==> src/rpPkg.sv <==
////////////////////////////////////////////////////////////
// Shared constants and types for the RP drive register model
// Register numbers, function codes and field positions
////////////////////////////////////////////////////////////

package rpPkg;

   // Bus and register widths
   localparam int dataWidth = 36;
   localparam int regWidth  = 16;
   localparam int addrWidth = 5;

   typedef logic [addrWidth-1:0] rpAddrT;
   typedef logic [regWidth-1:0]  rpRegT;

   // Drive register numbers
   localparam rpAddrT regCS1 = 5'd0;
   localparam rpAddrT regDS  = 5'd1;
   localparam rpAddrT regDA  = 5'd5;
   localparam rpAddrT regOF  = 5'd9;
   localparam rpAddrT regDC  = 5'd10;

   // CS1 function field, GO in bit 0
   localparam int funcWidth = 5;
   localparam int funcHi    = 5;
   localparam int funcLo    = 1;
   localparam int goBit     = 0;

   localparam logic [funcWidth-1:0] funcSeek   = 5'd2;
   localparam logic [funcWidth-1:0] funcDrvClr = 5'd4;
   localparam logic [funcWidth-1:0] funcCenter = 5'd7;
   localparam logic [funcWidth-1:0] funcPreset = 5'd8;
   localparam logic [funcWidth-1:0] funcWrite  = 5'd24;
   localparam logic [funcWidth-1:0] funcWriteH = 5'd25;

   // Offset register fields
   localparam int ofFmt22Pos = 12;
   localparam int ofEciPos   = 11;
   localparam int ofHciPos   = 10;
   localparam int ofOfdPos   = 7;
   localparam int ofOfsHi    = 6;
   localparam int ofOfsLo    = 0;
   localparam int ofsWidth   = ofOfsHi - ofOfsLo + 1;

   // Desired address (track, sector) and desired cylinder fields
   localparam int daTrkHi  = 12;
   localparam int daTrkLo  = 8;
   localparam int daSecHi  = 5;
   localparam int daSecLo  = 0;
   localparam int dcCylHi  = 9;
   localparam int dcCylLo  = 0;
   localparam int trkWidth = daTrkHi - daTrkLo + 1;
   localparam int secWidth = daSecHi - daSecLo + 1;
   localparam int cylWidth = dcCylHi - dcCylLo + 1;

   // Status register drive-ready bit
   localparam int dsDRY = 7;

endpackage

==> src/rpHostPort.sv <==
////////////////////////////////////////////////////////////
// Host side of the drive, four-phase req/ack front stage
// Captures one access per req and raises ack after done
////////////////////////////////////////////////////////////

`timescale 1ns/1ps

module rpHostPort (
   input  logic                         clk,
   input  logic                         rpPRESET,
   input  logic                         req,
   input  logic                         wr,
   input  rpPkg::rpAddrT                addr,
   input  logic [rpPkg::dataWidth-1:0]  wrData,
   input  logic                         done,
   output logic                         ack,
   output logic                         accStb,
   output logic                         accWr,
   output rpPkg::rpAddrT                accAddr,
   output logic [rpPkg::dataWidth-1:0]  accData
);

   import rpPkg::*;

   typedef enum logic [1:0] {
      stIdle,
      stBusy,
      stAcked
   } hostStateT;

   hostStateT state;

   ////////////////////////////////////////////////////////////
   // Handshake FSM
   ////////////////////////////////////////////////////////////

   always_ff @(posedge clk)
   begin
      if (rpPRESET)
      begin
         state  <= stIdle;
         accStb <= 1'b0;
      end
      else
      begin
         // Strobe lasts one cycle only
         accStb <= 1'b0;
         case (state)
            stIdle:
               if (req)
               begin
                  accStb <= 1'b1;
                  state  <= stBusy;
               end
            // Wait for read stage to finish
            stBusy:
               if (done)
                  state <= stAcked;
            // Hold ack until host lets go of req
            stAcked:
               if (!req)
                  state <= stIdle;
            default:
               state <= stIdle;
         endcase
      end
   end

   // Access capture, only on a fresh request
   always_ff @(posedge clk)
   begin
      if (state == stIdle && req)
      begin
         accWr   <= wr;
         accAddr <= addr;
         accData <= wrData;
      end
   end

   assign ack = (state == stAcked);

endmodule

==> src/rpCmdDecode.sv <==
////////////////////////////////////////////////////////////
// Second stage, register and function decode
// Emits one-cycle load and command pulses, runs seek timer
////////////////////////////////////////////////////////////

`timescale 1ns/1ps

module rpCmdDecode #(
   parameter int seekCycles = 20
) (
   input  logic                         clk,
   input  logic                         rpPRESET,
   input  logic                         accStb,
   input  logic                         accWr,
   input  rpPkg::rpAddrT                accAddr,
   input  logic [rpPkg::dataWidth-1:0]  accData,
   output logic                         wrOF,
   output logic                         wrDA,
   output logic                         wrDC,
   output logic [rpPkg::dataWidth-1:0]  loadData,
   output logic                         initCmd,
   output logic                         presetCmd,
   output logic                         centerCmd,
   output logic                         seekCmd,
   output logic                         writeCmd,
   output logic                         writeHCmd,
   output logic                         rdStb,
   output rpPkg::rpAddrT                rdAddr,
   output logic                         ready
);

   import rpPkg::*;

   localparam int cntWidth = $clog2(seekCycles + 1);

   logic                 wrAcc;
   logic                 goCmd;
   logic [funcWidth-1:0] funcCode;
   logic                 startSeek;
   logic [cntWidth-1:0]  seekCount;

   // Writes only count while drive is ready
   assign wrAcc     = accStb & accWr & ready;
   assign funcCode  = accData[funcHi:funcLo];
   assign goCmd     = wrAcc & (accAddr == regCS1) & accData[goBit];
   assign startSeek = goCmd & ((funcCode == funcSeek) | (funcCode == funcCenter));

   ////////////////////////////////////////////////////////////
   // Decoded pulses
   ////////////////////////////////////////////////////////////

   always_ff @(posedge clk)
   begin
      if (rpPRESET)
      begin
         wrOF      <= 1'b0;
         wrDA      <= 1'b0;
         wrDC      <= 1'b0;
         initCmd   <= 1'b0;
         presetCmd <= 1'b0;
         centerCmd <= 1'b0;
         seekCmd   <= 1'b0;
         writeCmd  <= 1'b0;
         writeHCmd <= 1'b0;
         rdStb     <= 1'b0;
      end
      else
      begin
         wrOF      <= wrAcc & (accAddr == regOF);
         wrDA      <= wrAcc & (accAddr == regDA);
         wrDC      <= wrAcc & (accAddr == regDC);
         // Drive clear doubles as init
         initCmd   <= goCmd & (funcCode == funcDrvClr);
         presetCmd <= goCmd & (funcCode == funcPreset);
         centerCmd <= goCmd & (funcCode == funcCenter);
         seekCmd   <= goCmd & (funcCode == funcSeek);
         writeCmd  <= goCmd & (funcCode == funcWrite);
         writeHCmd <= goCmd & (funcCode == funcWriteH);
         // Every access gets a read-stage turn
         rdStb     <= accStb;
      end
   end

   // Payload for the register stage
   always_ff @(posedge clk)
   begin
      if (accStb)
      begin
         loadData <= accData;
         // Writes point at CS1, which reads as zero
         rdAddr   <= accWr ? regCS1 : accAddr;
      end
   end

   ////////////////////////////////////////////////////////////
   // Seek timer
   ////////////////////////////////////////////////////////////

   always_ff @(posedge clk)
   begin
      if (rpPRESET)
         seekCount <= '0;
      else if (startSeek)
         seekCount <= cntWidth'(seekCycles);
      else if (seekCount != '0)
         seekCount <= seekCount - 1'b1;
   end

   // Drive is busy while the timer runs
   assign ready = (seekCount == '0);

endmodule

==> src/rpOffsetReg.sv <==
////////////////////////////////////////////////////////////
// Offset register (OF) with per-field clear conditions
// Loaded from the decode stage, clears win over loads
////////////////////////////////////////////////////////////

`timescale 1ns/1ps

module rpOffsetReg (
   input  logic                         clk,
   input  logic                         rpPRESET,
   input  logic                         wrOF,
   input  logic [rpPkg::dataWidth-1:0]  loadData,
   input  logic                         initCmd,
   input  logic                         presetCmd,
   input  logic                         centerCmd,
   input  logic                         seekCmd,
   input  logic                         writeCmd,
   input  logic                         writeHCmd,
   output rpPkg::rpRegT                 rpOF
);

   import rpPkg::*;

   logic                ofFmt22;
   logic                ofEci;
   logic                ofHci;
   logic                ofOfd;
   logic [ofsWidth-1:0] ofOfs;
   logic                headClr;

   // Any head motion or write drops the offset
   assign headClr = initCmd | centerCmd | seekCmd | writeCmd | writeHCmd;

   ////////////////////////////////////////////////////////////
   // Format and correction-inhibit bits
   ////////////////////////////////////////////////////////////

   always_ff @(posedge clk)
   begin
      if (rpPRESET | presetCmd)
      begin
         ofFmt22 <= 1'b0;
         ofEci   <= 1'b0;
         ofHci   <= 1'b0;
      end
      else if (wrOF)
      begin
         ofFmt22 <= loadData[ofFmt22Pos];
         ofEci   <= loadData[ofEciPos];
         ofHci   <= loadData[ofHciPos];
      end
   end

   // Offset direction and magnitude
   always_ff @(posedge clk)
   begin
      if (rpPRESET | headClr)
      begin
         ofOfd <= 1'b0;
         ofOfs <= '0;
      end
      else if (wrOF)
      begin
         ofOfd <= loadData[ofOfdPos];
         ofOfs <= loadData[ofOfsHi:ofOfsLo];
      end
   end

   // Assemble word, spare bits zero
   always_comb
   begin
      rpOF                  = '0;
      rpOF[ofFmt22Pos]      = ofFmt22;
      rpOF[ofEciPos]        = ofEci;
      rpOF[ofHciPos]        = ofHci;
      rpOF[ofOfdPos]        = ofOfd;
      rpOF[ofOfsHi:ofOfsLo] = ofOfs;
   end

endmodule

==> src/rpAddrRegs.sv <==
////////////////////////////////////////////////////////////
// Desired address (DA) and desired cylinder (DC) registers
// Masked to track, sector and cylinder; preset clears both
////////////////////////////////////////////////////////////

`timescale 1ns/1ps

module rpAddrRegs (
   input  logic                         clk,
   input  logic                         rpPRESET,
   input  logic                         wrDA,
   input  logic                         wrDC,
   input  logic [rpPkg::dataWidth-1:0]  loadData,
   input  logic                         presetCmd,
   output rpPkg::rpRegT                 rpDA,
   output rpPkg::rpRegT                 rpDC
);

   import rpPkg::*;

   logic [trkWidth-1:0] daTrk;
   logic [secWidth-1:0] daSec;
   logic [cylWidth-1:0] dcCyl;

   ////////////////////////////////////////////////////////////
   // Track and sector
   ////////////////////////////////////////////////////////////

   always_ff @(posedge clk)
   begin
      if (rpPRESET | presetCmd)
      begin
         daTrk <= '0;
         daSec <= '0;
      end
      else if (wrDA)
      begin
         daTrk <= loadData[daTrkHi:daTrkLo];
         daSec <= loadData[daSecHi:daSecLo];
      end
   end

   // Cylinder
   always_ff @(posedge clk)
   begin
      if (rpPRESET | presetCmd)
         dcCyl <= '0;
      else if (wrDC)
         dcCyl <= loadData[dcCylHi:dcCylLo];
   end

   // Unused bits read back as zero
   always_comb
   begin
      rpDA                  = '0;
      rpDA[daTrkHi:daTrkLo] = daTrk;
      rpDA[daSecHi:daSecLo] = daSec;
      rpDC                  = '0;
      rpDC[dcCylHi:dcCylLo] = dcCyl;
   end

endmodule

==> src/rpReadMux.sv <==
////////////////////////////////////////////////////////////
// Third stage, read select and latch
// Holds the read word for the host and flags completion
////////////////////////////////////////////////////////////

`timescale 1ns/1ps

module rpReadMux (
   input  logic          clk,
   input  logic          rpPRESET,
   input  logic          rdStb,
   input  rpPkg::rpAddrT rdAddr,
   input  rpPkg::rpRegT  rpOF,
   input  rpPkg::rpRegT  rpDA,
   input  rpPkg::rpRegT  rpDC,
   input  logic          ready,
   output rpPkg::rpRegT  rdData,
   output logic          done
);

   import rpPkg::*;

   rpRegT statWord;
   rpRegT selWord;

   // Status word, only DRY modelled
   always_comb
   begin
      statWord        = '0;
      statWord[dsDRY] = ready;
   end

   // Register select, CS1 and unknown numbers give zero
   always_comb
   begin
      case (rdAddr)
         regDS:   selWord = statWord;
         regDA:   selWord = rpDA;
         regOF:   selWord = rpOF;
         regDC:   selWord = rpDC;
         default: selWord = '0;
      endcase
   end

   always_ff @(posedge clk)
   begin
      if (rdStb)
         rdData <= selWord;
   end

   always_ff @(posedge clk)
   begin
      if (rpPRESET)
         done <= 1'b0;
      else
         done <= rdStb;
   end

endmodule

==> src/rpDrive.sv <==
////////////////////////////////////////////////////////////
// Drive register block top level
// Host port, decode and register stages wired in a pipeline
////////////////////////////////////////////////////////////

`timescale 1ns/1ps

module rpDrive #(
   parameter int seekCycles = 20
) (
   input  logic                         clk,
   input  logic                         rpPRESET,
   input  logic                         req,
   input  logic                         wr,
   input  rpPkg::rpAddrT                addr,
   input  logic [rpPkg::dataWidth-1:0]  wrData,
   output logic                         ack,
   output rpPkg::rpRegT                 rdData
);

   import rpPkg::*;

   // Host port to decoder
   logic                 accStb;
   logic                 accWr;
   rpAddrT               accAddr;
   logic [dataWidth-1:0] accData;

   // Decoder to register stage
   logic                 wrOF;
   logic                 wrDA;
   logic                 wrDC;
   logic [dataWidth-1:0] loadData;
   logic                 initCmd;
   logic                 presetCmd;
   logic                 centerCmd;
   logic                 seekCmd;
   logic                 writeCmd;
   logic                 writeHCmd;
   logic                 rdStb;
   rpAddrT               rdAddr;
   logic                 ready;

   // Register contents and completion
   rpRegT                rpOF;
   rpRegT                rpDA;
   rpRegT                rpDC;
   logic                 done;

   rpHostPort hostPort_i (
      .clk(clk), .rpPRESET(rpPRESET), .req(req), .wr(wr), .addr(addr),
      .wrData(wrData), .done(done), .ack(ack), .accStb(accStb),
      .accWr(accWr), .accAddr(accAddr), .accData(accData)
   );

   rpCmdDecode #(.seekCycles(seekCycles)) cmdDecode_i (
      .clk(clk), .rpPRESET(rpPRESET), .accStb(accStb), .accWr(accWr),
      .accAddr(accAddr), .accData(accData), .wrOF(wrOF), .wrDA(wrDA),
      .wrDC(wrDC), .loadData(loadData), .initCmd(initCmd),
      .presetCmd(presetCmd), .centerCmd(centerCmd), .seekCmd(seekCmd),
      .writeCmd(writeCmd), .writeHCmd(writeHCmd), .rdStb(rdStb),
      .rdAddr(rdAddr), .ready(ready)
   );

   rpOffsetReg offsetReg_i (
      .clk(clk), .rpPRESET(rpPRESET), .wrOF(wrOF), .loadData(loadData),
      .initCmd(initCmd), .presetCmd(presetCmd), .centerCmd(centerCmd),
      .seekCmd(seekCmd), .writeCmd(writeCmd), .writeHCmd(writeHCmd),
      .rpOF(rpOF)
   );

   rpAddrRegs addrRegs_i (
      .clk(clk), .rpPRESET(rpPRESET), .wrDA(wrDA), .wrDC(wrDC),
      .loadData(loadData), .presetCmd(presetCmd), .rpDA(rpDA), .rpDC(rpDC)
   );

   rpReadMux readMux_i (
      .clk(clk), .rpPRESET(rpPRESET), .rdStb(rdStb), .rdAddr(rdAddr),
      .rpOF(rpOF), .rpDA(rpDA), .rpDC(rpDC), .ready(ready),
      .rdData(rdData), .done(done)
   );

endmodule

==> config.mk <==
export PLATFORM = sky130hd
export DESIGN_NAME = rpDrive
export DESIGN_NICKNAME = d
export VERILOG_FILES = /design/src/rpPkg.sv /design/src/rpHostPort.sv /design/src/rpCmdDecode.sv /design/src/rpOffsetReg.sv /design/src/rpAddrRegs.sv /design/src/rpReadMux.sv /design/src/rpDrive.sv
export SDC_FILE = /design/constraint.sdc
export NUM_CORES = 1
export LEC_CHECK = 0
export BUFFER_PORTS_ARGS = -buffer_cell sky130_fd_sc_hd__buf_4
export CORE_MARGIN = 2
export CORE_UTILIZATION = 35
export DETAILED_ROUTE_END_ITERATION = 8
export PLACE_DENSITY = 0.65
export SLEW_MARGIN = 20
export SYNTH_ARGS = -nofsm -noshare
export SYNTH_HDL_FRONTEND = slang
export SYNTH_SLANG_ARGS = --single-unit
==> constraint.sdc <==
create_clock -name clk -period 3 [get_ports clk]
set_input_delay 0.45 -clock clk [delete_from_list [all_inputs] [get_ports clk]]
set_output_delay 0.45 -clock clk [all_outputs]
set_load 0.05 [all_outputs]
==> results of run 1 <==
==> synth_stat cells (all sizes together), types with 3 or more instances <==
cell type	count
dfxtp	51
edfxtp	50
nor2	41
mux2i	34
inv	10
nor2b	10
nand2	7
a222oi	6
a22o	6
buf	6
nor4b	6
clkbuf	5
a21oi	4
nor3	4
nand3	3
nor3b	3
nor4	3
or3b	3
==> worst max-delay path: cells and delay by family (launching register included) <==
kind / cells / cell delay [ns]
simple gates: 4 / 1.18
flops: 1 / 0.34
fa+ha+maj: 1 / 0.23
buf+inv: 1 / 0.07
==> worst min-delay path by stage <==
| stage | start | to | cells after the start |
|---|---|---|---|
| floorplan | hostPort_i.accData[10] | cmdDecode_i.loadData[10] | 0 |
| global placement | hostPort_i.accData[11] | cmdDecode_i.loadData[11] | 0 |
| detailed placement | hostPort_i.accData[8] | cmdDecode_i.loadData[8] | 0 |
| CTS | wrData[1] | hostPort_i.accData[1] | 1 |
| global route | wrData[3] | hostPort_i.accData[3] | 1 |
| finish | wrData[1] | hostPort_i.accData[1] | 1 |
==> registers in the layout, summed over array words and instances, names as in the netlist, 2 cells and up <==
| register | flops |
|---|---|
| cmdDecode_i.loadData | 13 |
| hostPort_i.accData | 13 |
| readMux_i.rdData | 13 |
| addrRegs_i.dcCyl | 10 |
| offsetReg_i.ofOfs | 7 |
| addrRegs_i.daSec | 6 |
| addrRegs_i.daTrk | 5 |
| cmdDecode_i.rdAddr | 5 |
| cmdDecode_i.seekCount | 5 |
| hostPort_i.accAddr | 5 |
| hostPort_i.state | 2 |
==> cells in the final DEF (no fill, tap or decap), types with 2 or more instances in the layout <==
master,instances
sky130_fd_sc_hd__mux2i_1,34
sky130_fd_sc_hd__nand3_1,2
sky130_fd_sc_hd__a222oi_1,6
sky130_fd_sc_hd__buf_4,40
sky130_fd_sc_hd__nor3b_1,2
sky130_fd_sc_hd__o31ai_1,2
sky130_fd_sc_hd__nand2b_1,2
sky130_fd_sc_hd__nor3_1,4
sky130_fd_sc_hd__nor2_1,41
sky130_fd_sc_hd__nor4b_1,4
sky130_fd_sc_hd__nor4_1,3
sky130_fd_sc_hd__conb_1,3
sky130_fd_sc_hd__nand3b_1,2
sky130_fd_sc_hd__nor2b_1,10
sky130_fd_sc_hd__bufinv_16,2
sky130_fd_sc_hd__inv_1,10
sky130_fd_sc_hd__edfxtp_1,50
sky130_fd_sc_hd__clkbuf_8,9
sky130_fd_sc_hd__o21ai_0,2
sky130_fd_sc_hd__nand2_1,7
sky130_fd_sc_hd__a21oi_1,4
sky130_fd_sc_hd__dfxtp_1,51
sky130_fd_sc_hd__a22o_1,6
sky130_fd_sc_hd__or3b_2,2
sky130_fd_sc_hd__inv_6,2
==> where the power goes <==
group | internal [uW] | leakage [uW] | switching (uW)
Clock | 483 | 0.000112 | 478
Sequential | 1500 | 0.000882 | 50.0
Combinational | 117 | 0.000539 | 136
Total | 2100 | 0.00153 | 664
==> area by class of cell <==
class	instances	area (um2)	area share, %
clock inverter	7	105	2.43
sequential	101	2520	58.4
tap	136	170	3.94
multi-input combinational	151	1060	24.6
clock buffer	9	124	2.87
timing repair buffer	40	300	6.95
inverter	10	37.5	0.869
==> per-layer routing <==
layer,share of wire (%),GRT usage [%],up-vias
met5,0,0,-
li1,-,-,1058
met1,49,15.9,1008
met3,3.6,3.43,9
met4,1.3,3.95,0
met2,46,19.0,41
==> through the flow <==
step | setup WS (ns) | std cells | power (uW)
after floorplan | 0.642 | 273 | 1760
after global placement | 1.13 | 438 | 1830
after detailed placement | 1.09 | 438 | 1840
after CTS | 1.06 | 454 | 2800
after global routing | 0.855 | 454 | 2900
final | 1.08 | 454 | 2770
==> cell families after synthesis <==
family,Yosys count,share of synthesized area [%]
AO/OA/AOI/OAI,22,4.75
other,1,0.102
multiplexers,35,9.60
XOR/XNOR,1,0.239
buffers and inverters,21,2.49
AND/OR/NAND/NOR,89,13.6
adder cells (fa/ha/maj),1,0.342
flip-flops,101,68.9
==> run summary, run 1 <==
The reg2reg setup slack came out at 1.08 ns. The synthesis-to-layout area growth is 18.0%. The hold violation total from the final report came out at 0.

The data arrival time at the worst-slack endpoint came out at approximately 2.2 ns. In this run, synthesis inferred 50 flip-flops with an integrated enable. The estimated wirelength of the detail-placed design is between 4000 and 5000 um. The number of gates resized after CTS was 0. The count of maximum capacitance violations came out at 0. The worst setup path is of the flip-flop to flip-flop kind. The measured slew at the worst slew-check pin is 0.743 ns.

The clock slew at the register clock pins of the worst setup and hold paths is approximately 0.1 ns. The count of hold-fix buffers inserted at cts is 0. The first TritonRoute pass finished after 5 iterations.

The floorplan step set the die width to between 100 and 150 um. The final period utilization came out at approximately 64%. The detailed router finished its first iteration with between 60 and 70 violations.

The diode insertion count for antenna repair came out at 0. The total of endpoints with negative setup slack in the final report came out at 0. Of the post-synthesis cell area, the dominant cell type holds between 40% and 50%. The area of placed instances came out at between 4000 and 5000 um2. The delay of the slowest cell on the worst path is ~0.45 ns. The share of the core filled with cells in the final layout is between 40% and 50%. The count of buffers added on input and output ports is 35. The tightest min-delay check is of the input pin to flip-flop type. The pin count of the biggest net entering global routing is 25. The number of H-tree levels came out at 3.

The run finished with clean final reports. The biggest fanout along the worst timing path came out at 6. The worst register-to-register path ends at cmdDecode_i.initCmd.

Among all stages on the critical path, the largest delay is contributed by sky130_fd_sc_hd__or4_4. The final instance area came out at 4320 um2. STA classifies the critical path startpoint as a flip-flop.

The first global-routing pass estimated between 10000 and 15000 um of wire. At the later pin of the worst-skew pair, clock insertion delay measures approximately 0.36 ns. The setup TNS is 0 ns.

The total leakage power came out at roughly 0.0015 uW. The register bit count reported by yosys came out at 101. The achievable frequency came out at 520 MHz. For this design the top-level I/O count stands at 62. The net total in the final layout is between 300 and 400. After layout, the minimum clock period comes to 1.92 ns. The share of async-settable or async-resettable flops after synthesis came out at 0%. The via count of the first global-routing pass came to around 2100. The maximum number of buffers from clock root to sink is 2. The site row count is 37.

Measured against its own limit, the worst slew margin works out to between 50% and 60%. The sequential cell area fraction in the yosys report is ~70%. The count of filler cells inserted in the layout came out at ~960. The distinct cell type count of the synthesized netlist is 39.

Summing over every cut layer, the via total after detailed routing is 2116. The wire length per cell came out at 13.9 um. The Yosys step of the flow raised 0 warnings. The beginning of the critical path is cmdDecode_i.seekCount[0]. The biggest area consumer among synthesized cells is sky130_fd_sc_hd__edfxtp_1. The number of antenna violations at the first check in global routing came out at 0.

The average footprint of a synthesized cell is between 10 and 15 um2. The clock sink count is ~100. The overall overflow remaining after global route came out at 0. The worst slack on hold paths came out at 0.258 ns. The number of buffers added by the clock tree synthesis step is 9. Between clock sinks in the finished design, the worst skew comes to roughly 0.015 ns. The signal on the critical path passes through inv_1 > ha_1 > nor4b_4 > nand3_2 > or4_4 > nor4b_1.

In this run the remaining antenna-violating nets after routing total 0. Setup repair after global routing left no endpoint under its margin. The total global-route track usage came out at between 10% and 20%. Among all flip-flop cells after synthesis, the most frequent one is sky130_fd_sc_hd__dfxtp_1. The gate count after technology mapping is between 200 and 300. The number of pins with negative max-slew slack in the final report came to 0.

The number of setup buffers added after CTS is 0. The area of the mapped netlist came out at about 3700 um2. Measured in cells, the most critical reg-to-reg path has a length of 6. After detailed routing, the number of vias per cell comes to around 4.7. STA classifies the critical path endpoint as a flip-flop.

The worst setup path endpoint is cmdDecode_i.initCmd. The worst supply voltage drop on vdd came out at 0.286 mV. The layout cell share with drive strength beyond 1 came out at a little over a fifth. The final layout contains routed wiring with a total length of 6330 um. The worst endpoint required time is around 3.3 ns. The number of remaining DRC errors is 0.

The floorplan step defined a die boundary enclosing 11300 um2. The reg-to-reg critical path startpoint is cmdDecode_i.seekCount[0]. The y dimension of the die came out at around 110 um. The final estimated routing congestion in global placement came out at 0.719.

The floorplan core area is 10200 um2. The CTS tree is yes. Sorting the synthesized cells by area gives the leading types as sky130_fd_sc_hd__edfxtp_1, sky130_fd_sc_hd__dfxtp_1, sky130_fd_sc_hd__mux2i_1, sky130_fd_sc_hd__nor2_1, sky130_fd_sc_hd__nor2b_1. The power per cell area came out at about 640 nW/um2. The initial standard-cell utilization of the core came out at around 36%. The clock root buffer is sky130_fd_sc_hd__clkbuf_8.
Note: power is estimated with default switching activity, not from simulation.
==> run 2, diff against run 1 <==
- PLACE_DENSITY: 0.65 -> 0.67
- clock period: 3 -> 1.55 ns (I/O delays scaled with it)
==> run 2 against run 1 <==
Non-clock buffer count up 40. The flow now finishes with violations (negative setup slack). Critical path type unchanged. Count of clock-buffer cells in the layout unchanged. Largest cell class unchanged. Global-route usage up 0.65 points. Critical path depth unchanged. Clock power up 73%. Routed wire length up 7.4%. Cell count up 9.0%.
==> run summary, run 2 (synthesis gave the netlist of run 1 again) <==
The worst setup path is captured at a flip-flop. The number of antenna-violating nets in the routed design came out at 0 (unchanged). The count of filler cells inserted in the layout was 909 (-5.4%). CTS placed an instance of sky130_fd_sc_hd__clkbuf_8 at the clock tree root. The floorplan core area came out at 10200 um2 (unchanged). The overall overflow remaining after global route is 0 (unchanged). The clock slew at the register clock pins of the worst setup and hold paths is 0.11 ns (about the same). The clock sink count came to 101 (unchanged). The port buffer count came to 35 (unchanged). The final cell count without fillers was 495 (+9.0%). The worst setup path is launched from a flip-flop.

The share of power burned in registers is 54.0% (-2.1 points). The flow ran to the end, but the final reports show violations. The power per cell area came to 1160 nW/um2 (+82%). The clock skew after layout is 0.0211 ns (+0.00614 ns).

The number of pins with negative max-slew slack in the final report was 0 (unchanged). Setup repair after global routing could not meet its margin everywhere. The worst slack after detailed placement is -0.128 ns (-1.21 ns). The fraction of power spent switching nets was 26.9% (+2.9 points). The area taken by multi-input logic gates came out at 1200 um2 (+13%). The worst setup path endpoint is cmdDecode_i.initCmd. The number of detailed-routing iterations run before antenna repair came out at 4 (-1). The achievable frequency came out at 602 MHz (+16%). Compared with the post-synthesis result, the final layout area differs by 29.7%. The total of endpoints with negative setup slack in the final report came out at 8 (+8).

The worst register-to-register path ends at cmdDecode_i.initCmd. In the layout the commonest cells are sky130_fd_sc_hd__buf_4, sky130_fd_sc_hd__edfxtp_1, sky130_fd_sc_hd__dfxtp_1. The total global-route track usage came out at 12.6% (+0.65 points). The final period utilization came out at 107% (+43 points). The count of boundary I/O pins is 62 (unchanged).

The number of H-tree levels came out at 3 (unchanged). The register cell area after layout came out at 2520 um2 (about the same). The count of maximum capacitance violations came to 0 (unchanged). The internal power summed over all cells came out at 4040 uW (+92%).

The relative contribution of combinational cells to total power is 16.0% (+6.9 points). The number of buffers added by the clock tree synthesis step came out at 9 (unchanged). The clock share of power came out at 30.0% (-4.7 points). The highest layer touched by signal routing is met4. The number of placed cells counting well taps is 469 (+7.1%). The data arrival time at the worst-slack endpoint came out at 1.96 ns (-0.22 ns).

The critical path starts at cmdDecode_i.seekCount[0]. The number of antenna violations at the first check in global routing came to 0 (unchanged). The maximum number of buffers from clock root to sink is 2 (unchanged). The initial standard-cell utilization of the core was 35.8% (unchanged). The post-detailed-routing wire length is 6800 um (+7.4%). The pin count of the biggest net entering global routing came out at 25 (unchanged).

The clock latency reported for the late side of the worst-skew pair came to 0.38 ns (+0.02 ns). The reg2reg setup slack is -0.11 ns (-1.19 ns). The estimated wirelength of the detail-placed design is 4520 um (+5.4%). The biggest fanout along the worst timing path is 3 (-3). The hold violation total from the final report is 0 (unchanged).

The CTS tree is yes. The startpoint identified for the worst register-to-register timing path is cmdDecode_i.seekCount[0]. The slack of the critical path came out at -0.111 ns (-1.19 ns). The time the worst path needs with I/O delays and setup is 1.66 ns (-0.261 ns). The power dissipated by switching net loads was 1480 uW (+120%). The total power came out at 5520 uW (+100%). The wire length on met1 came to 2990 um (-2.8%).

The number of remaining DRC errors came out at 0 (unchanged). The worst setup path is of the flip-flop to flip-flop kind. The area of the die came out at 11300 um2 (unchanged). The y dimension of the die was 106 um (unchanged). The net total in the final layout is 400 (+11%). The final estimated routing congestion in global placement came out at 0.795 (+11%). The cell depth of the worst flop-to-flop path is 6 (unchanged). The worst hold path belongs to the class input pin to flip-flop.

The layout cell share with drive strength beyond 1 is 34.8% (+13 points). The final reports fail on negative setup slack. Leaving out fill and tap cells, the most frequent cell in the layout is sky130_fd_sc_hd__buf_4. The number of DRC violations after detailed-routing iteration 0 is 82 (+32%). The total vias in the final route is 2305 (+8.9%).

The wire length on met2 came out at 3360 um (+14%). The worst hold path begins at addr[3]. The site row count was 37 (unchanged).

The worst endpoint required time was 1.84 ns (-1.42 ns). The diode insertion count for antenna repair is 0 (unchanged). The horizontal die dimension was 106 um (unchanged).

The total leakage power is 0.00176 uW (+15%). The via count of the first global-routing pass is 2286 (+6.6%). The met3 wire length is 305 um (+33%). The setup TNS is -0.462 ns (-0.462 ns). The largest registers in the layout are cmdDecode_i.loadData: 13 flops, hostPort_i.accData: 13 flops, readMux_i.rdData: 13 flops.

The global-route wire length before repair is 11000 um (+4.7%). The detailed-route vias per instance was 4.66 (about the same). The wire length per cell came out at 13.7 um (-1.5%). The worst supply voltage drop on vdd is 0.602 mV (+110%).
-- run 2: metal layers --
metal	GRT usage, %	up-vias
li1	-	1148
met1	16.0	1096
met2	20.1	50
met3	3.74	11
met4	5.36	0
met5	0	-
-- run 2: power groups by stage --
stage                     combinational (uW)  sequential (uW)  clock [uW]
after CTS                                803             2980        1700
after global placement                   715             3040           0
after detailed placement                 748             3040           0
after floorplan                          384             3080           0
after global routing                     965             2990        1830
final                                    885             2980        1660
-- run 2: final cells by class --
cell class / count / area share [%]
timing repair buffer: 80 / 12.9
clock inverter: 7 / 1.66
sequential: 101 / 53.2
tap: 136 / 3.58
clock buffer: 9 / 2.61
multi-input combinational: 152 / 25.3
inverter: 10 / 0.790
-- run 2: critical path, stage by stage, from the launching register on --
cell and delay, ns:
sky130_fd_sc_hd__dfxtp_2 0.34, sky130_fd_sc_hd__inv_2 0.07, sky130_fd_sc_hd__ha_4 0.14, sky130_fd_sc_hd__nor4b_4 0.23
sky130_fd_sc_hd__nand3_2 0.13, sky130_fd_sc_hd__or4_4 0.47, sky130_fd_sc_hd__nor4b_2 0.21
-- run 2: timing repair --
action	CTS	global route
endpoints found under the hold margin	0	1
buffers inserted	4	6
pin swaps	2	10
setup endpoints to repair	20	23
hold buffers	0	1
resized for setup	6	15
cloned	0	1
-- run 2: how the worst min path moves through the flow --
| stage | endpoint | slack, ns | cells past startpoint |
|---|---|---|---|
| 2_1_floorplan | hostPort_i.accAddr[0] | 0.33 | 0 |
| 3_3_place_gp | cmdDecode_i.loadData[11] | 0.40 | 0 |
| 3_5_place_dp | cmdDecode_i.loadData[6] | 0.40 | 0 |
| 4_1_cts | hostPort_i.accData[8] | 0.002 | 1 |
| 5_1_grt | hostPort_i.accAddr[4] | 0.009 | 1 |
| 6_report | hostPort_i.accAddr[3] | 0.03 | 1 |
-- run 2: metrics by stage --
| step | instance area, um2 | hold slack (ns) | utilization [%] |
|---|---|---|---|
| floorplan | 3720 | 0.331 | - |
| global placement | 4380 | 0.403 | 42.8 |
| detailed placement | 4380 | 0.405 | 42.8 |
| CTS | 4620 | 0.00176 | 45.1 |
| global route | 4750 | 0.00881 | 46.4 |
| finish | 4750 | 0.0253 | 46.4 |
==> run 3, diff against run 2 <==
- CELL_PAD_IN_SITES_DETAIL_PLACEMENT: not set -> 1
- CELL_PAD_IN_SITES_GLOBAL_PLACEMENT: not set -> 2
- CORE_UTILIZATION: 35 -> 34
- CTS_CLUSTER_SIZE: not set -> 8
- PLACE_DENSITY: 0.67 -> 0.85
==> run 3 against run 2 <==
The flow still finishes with violations (negative setup slack). Worst setup slack got worse by 0.10 ns. Worst hold slack gained 0.0032 ns. Core utilization is 0.16 points lower. Routed wire length grew 15%. Cell count increased by 0.61%. Via count up 2.0%. Highest routed layer unchanged.
==> run summary, run 3 (synthesis gave the netlist of run 1 again) <==
The run finished, with violations left. The final reports fail on negative setup slack. The global-route wire length before repair is 12800 um (+17%). The min-delay analysis places its worst path in the category input pin to flip-flop.

The diode insertion count for antenna repair is 0 (unchanged). The power dissipated by switching net loads is 1420 uW (-4.6%). The time the worst path needs with I/O delays and setup was 1.76 ns (+0.103 ns). The largest registers in the layout are cmdDecode_i.loadData: 13 flops, hostPort_i.accData: 13 flops, readMux_i.rdData: 13 flops. The horizontal die dimension came out at 108 um (+1.4%).

The wire length per cell came out at 15.6 um (+14%). The cell depth of the worst flop-to-flop path came to 3 (-3). The overall overflow remaining after global route came out at 0 (unchanged). The clock latency reported for the late side of the worst-skew pair came out at 0.37 ns (about the same).

The library cell used most frequently in the layout, excluding fill and tap cells, is sky130_fd_sc_hd__buf_4. The kind of critical path is flip-flop to flip-flop. The slack of the critical path is -0.214 ns (-0.103 ns). The CTS tree is yes.

The worst endpoint required time came out at 1.83 ns (about the same). The number of antenna violations at the first check in global routing was 0 (unchanged). The maximum number of buffers from clock root to sink is 2 (unchanged). The power per cell area came out at 1150 nW/um2 (-1.1%). The clock share of power came out at 27.5% (-2.5 points). The library cells used most frequently in the layout, excluding fill and tap cells, are sky130_fd_sc_hd__buf_4, sky130_fd_sc_hd__edfxtp_1, sky130_fd_sc_hd__dfxtp_1. The delay of the slowest cell on the worst path is 0.54 ns (+0.07 ns). The fraction of power spent switching nets came to 25.7% (-1.2 points). The total leakage power came out at 0.00177 uW (+0.72%). Setup repair after global routing could not meet its margin everywhere.

The number of H-tree levels is 3 (unchanged). The final instance area came out at 4800 um2 (+1.0%). The setup TNS is -1.47 ns (-1.01 ns). The net total in the final layout came out at 403 (+0.75%). The reg2reg setup slack was -0.21 ns (-0.10 ns).

The clock skew after layout was 0.0140 ns (-0.00708 ns). The hold violation total from the final report is 0 (unchanged). The final period utilization came out at 114% (+6.6 points). The data arrival time at the worst-slack endpoint is 2.05 ns (+0.09 ns). The worst setup path is captured at a flip-flop.

The count of filler cells inserted in the layout is 1110 (+22%). The share of the core filled with cells in the final layout came to 46.3% (-0.16 points). The number of buffer and inverter instances along the worst setup path is 0 (-1). The count of boundary I/O pins came out at 62 (unchanged). The root buffer cell chosen for the clock tree is sky130_fd_sc_hd__clkbuf_8. The clock sink count was 101 (unchanged). In this run the critical register-to-register path is captured at cmdDecode_i.initCmd. The count of maximum capacitance violations was 0 (unchanged).

The instance count on the critical path is 3 (-3). The worst setup path endpoint is cmdDecode_i.initCmd. The number of DRC violations after detailed-routing iteration 0 is 87 (+6.1%).

The total global-route track usage was 14.6% (+1.9 points). The y dimension of the die is 108 um (+1.4%). The number of pins with negative max-slew slack in the final report came out at 0 (unchanged). The slowest stage of the critical path is the sky130_fd_sc_hd__or4_4 cell. The via count of the first global-routing pass came out at 2523 (+10%). The worst slack after detailed placement was -0.177 ns (-0.0496 ns). The relative contribution of combinational cells to total power came to 18.5% (+2.5 points). The detailed-route vias per instance came out at 4.72 (+1.4%). The number of antenna-violating nets in the routed design came out at 0 (unchanged). The post-detailed-routing wire length is 7790 um (+15%). The initial standard-cell utilization of the core came out at 35.3% (-0.48 points). The achievable frequency came to 567 MHz (-5.8%). The total vias in the final route is 2352 (+2.0%). The site row count was 37 (unchanged). The clock slew at the register clock pins of the worst setup and hold paths is 0.10 ns (about the same).

The total of endpoints with negative setup slack in the final report came out at 10 (+2). Compared with the post-synthesis result, the final layout area differs by 31.0%. The estimated wirelength of the detail-placed design is 5170 um (+14%). The internal power summed over all cells came to 4100 uW (+1.5%). The worst register-to-register path begins at hostPort_i.accAddr[0]. The layout cell share with drive strength beyond 1 is 37.3% (+2.5 points). The floorplan core area was 10400 um2 (+1.4%). The biggest fanout along the worst timing path is 3 (unchanged). The number of detailed-routing iterations run before antenna repair is 5 (+1).

The area of the die came out at 11600 um2 (+2.8%). The kind of start point of the critical path is a flip-flop. The cell family contributing the most delay on the critical path is simple AND/OR/NAND/NOR gates.

Walking the worst path, the cells encountered are or3b_4 > or4_4 > nor4b_4. The area of placed instances came to 4390 um2 (+0.34%). The share of power burned in registers came out at 54.0% (about the same).

The number of remaining DRC errors was 0 (unchanged). The worst slack on hold paths came to 0.0285 ns (+0.00322 ns). The beginning of the critical path is hostPort_i.accAddr[0]. The number of buffers added by the clock tree synthesis step came out at 9 (unchanged). The pin count of the biggest net entering global routing came out at 25 (unchanged). The port buffer count is 35 (unchanged). The final estimated routing congestion in global placement is 0.688 (-13%). The worst supply voltage drop on vdd is 0.755 mV (+25%).
==> run 3: cell types whose count changed in the layout (fill, tap and decap cells not counted), moves of 2 or more <==
cell / change
sky130_fd_sc_hd__clkinv_8: -2
sky130_fd_sc_hd__inv_8: -2
sky130_fd_sc_hd__nor4_1: -2
sky130_fd_sc_hd__dfxtp_2: +2
sky130_fd_sc_hd__clkinvlp_4: +2
sky130_fd_sc_hd__buf_6: +3
sky130_fd_sc_hd__dfxtp_1: -2
==> run 3: how the worst min path moves through the flow <==
stage               depth (start not counted)                       to                  start  slack, ns
floorplan                                   0    hostPort_i.accAddr[0]                addr[0]       0.33
global placement                            0  cmdDecode_i.loadData[7]  hostPort_i.accData[7]       0.41
detailed placement                          0  cmdDecode_i.loadData[6]  hostPort_i.accData[6]       0.41
CTS                                         1    hostPort_i.accData[7]              wrData[7]      0.008
global route                                1    hostPort_i.accData[6]              wrData[6]      0.004
finish                                      1    hostPort_i.accData[7]              wrData[7]       0.03
==> run 3: power by group through the flow <==
stage,Combinational [uW],Sequential [uW],Clock [uW]
final,1020,2980,1520
after global routing,1120,2990,1680
after CTS,817,2980,1570
after detailed placement,792,3040,0
after global placement,749,3030,0
after floorplan,384,3080,0
==> run 3: metal layers <==
layer | wire [um] | global-route usage (%)
met1 | 3440 | 17.5
met2 | 3980 | 24.8
met3 | 253 | 4.30
met4 | 118 | 5.22
met5 | 0 | 0
==> run 3: worst reg2reg max path, stage by stage, from the launching register on <==
cell                       delay, ns
sky130_fd_sc_hd__edfxtp_1       0.41
sky130_fd_sc_hd__or3b_4         0.44
sky130_fd_sc_hd__or4_4          0.54
sky130_fd_sc_hd__nor4b_4        0.29
==> run 3: layout make-up <==
type                    count  area [um2]  share of cell area [%]
clock buffers              11         141                    2.95
clock inverters             5        35.0                   0.730
inverters                  10        37.5                   0.782
multi-input cells         151        1220                    25.4
flip-flops and latches    101        2530                    52.7
well taps                 136         170                    3.55
repair buffers             84         666                    13.9
==> run 3: through the flow <==
| stage | total power (uW) | cells |
|---|---|---|
| floorplan | 3460 | 273 |
| global placement | 3780 | 471 |
| detailed placement | 3830 | 471 |
| CTS | 5360 | 492 |
| global route | 5790 | 498 |
| finish | 5510 | 498 |
==> run 3: what timing repair did <==
item                                    CTS  global route
cloned                                    1             0
endpoints found under the setup margin   21            24
gates resized for setup                  11            25
pin swaps                                 9            10
setup buffers                             6             7
hold buffers                              0             0
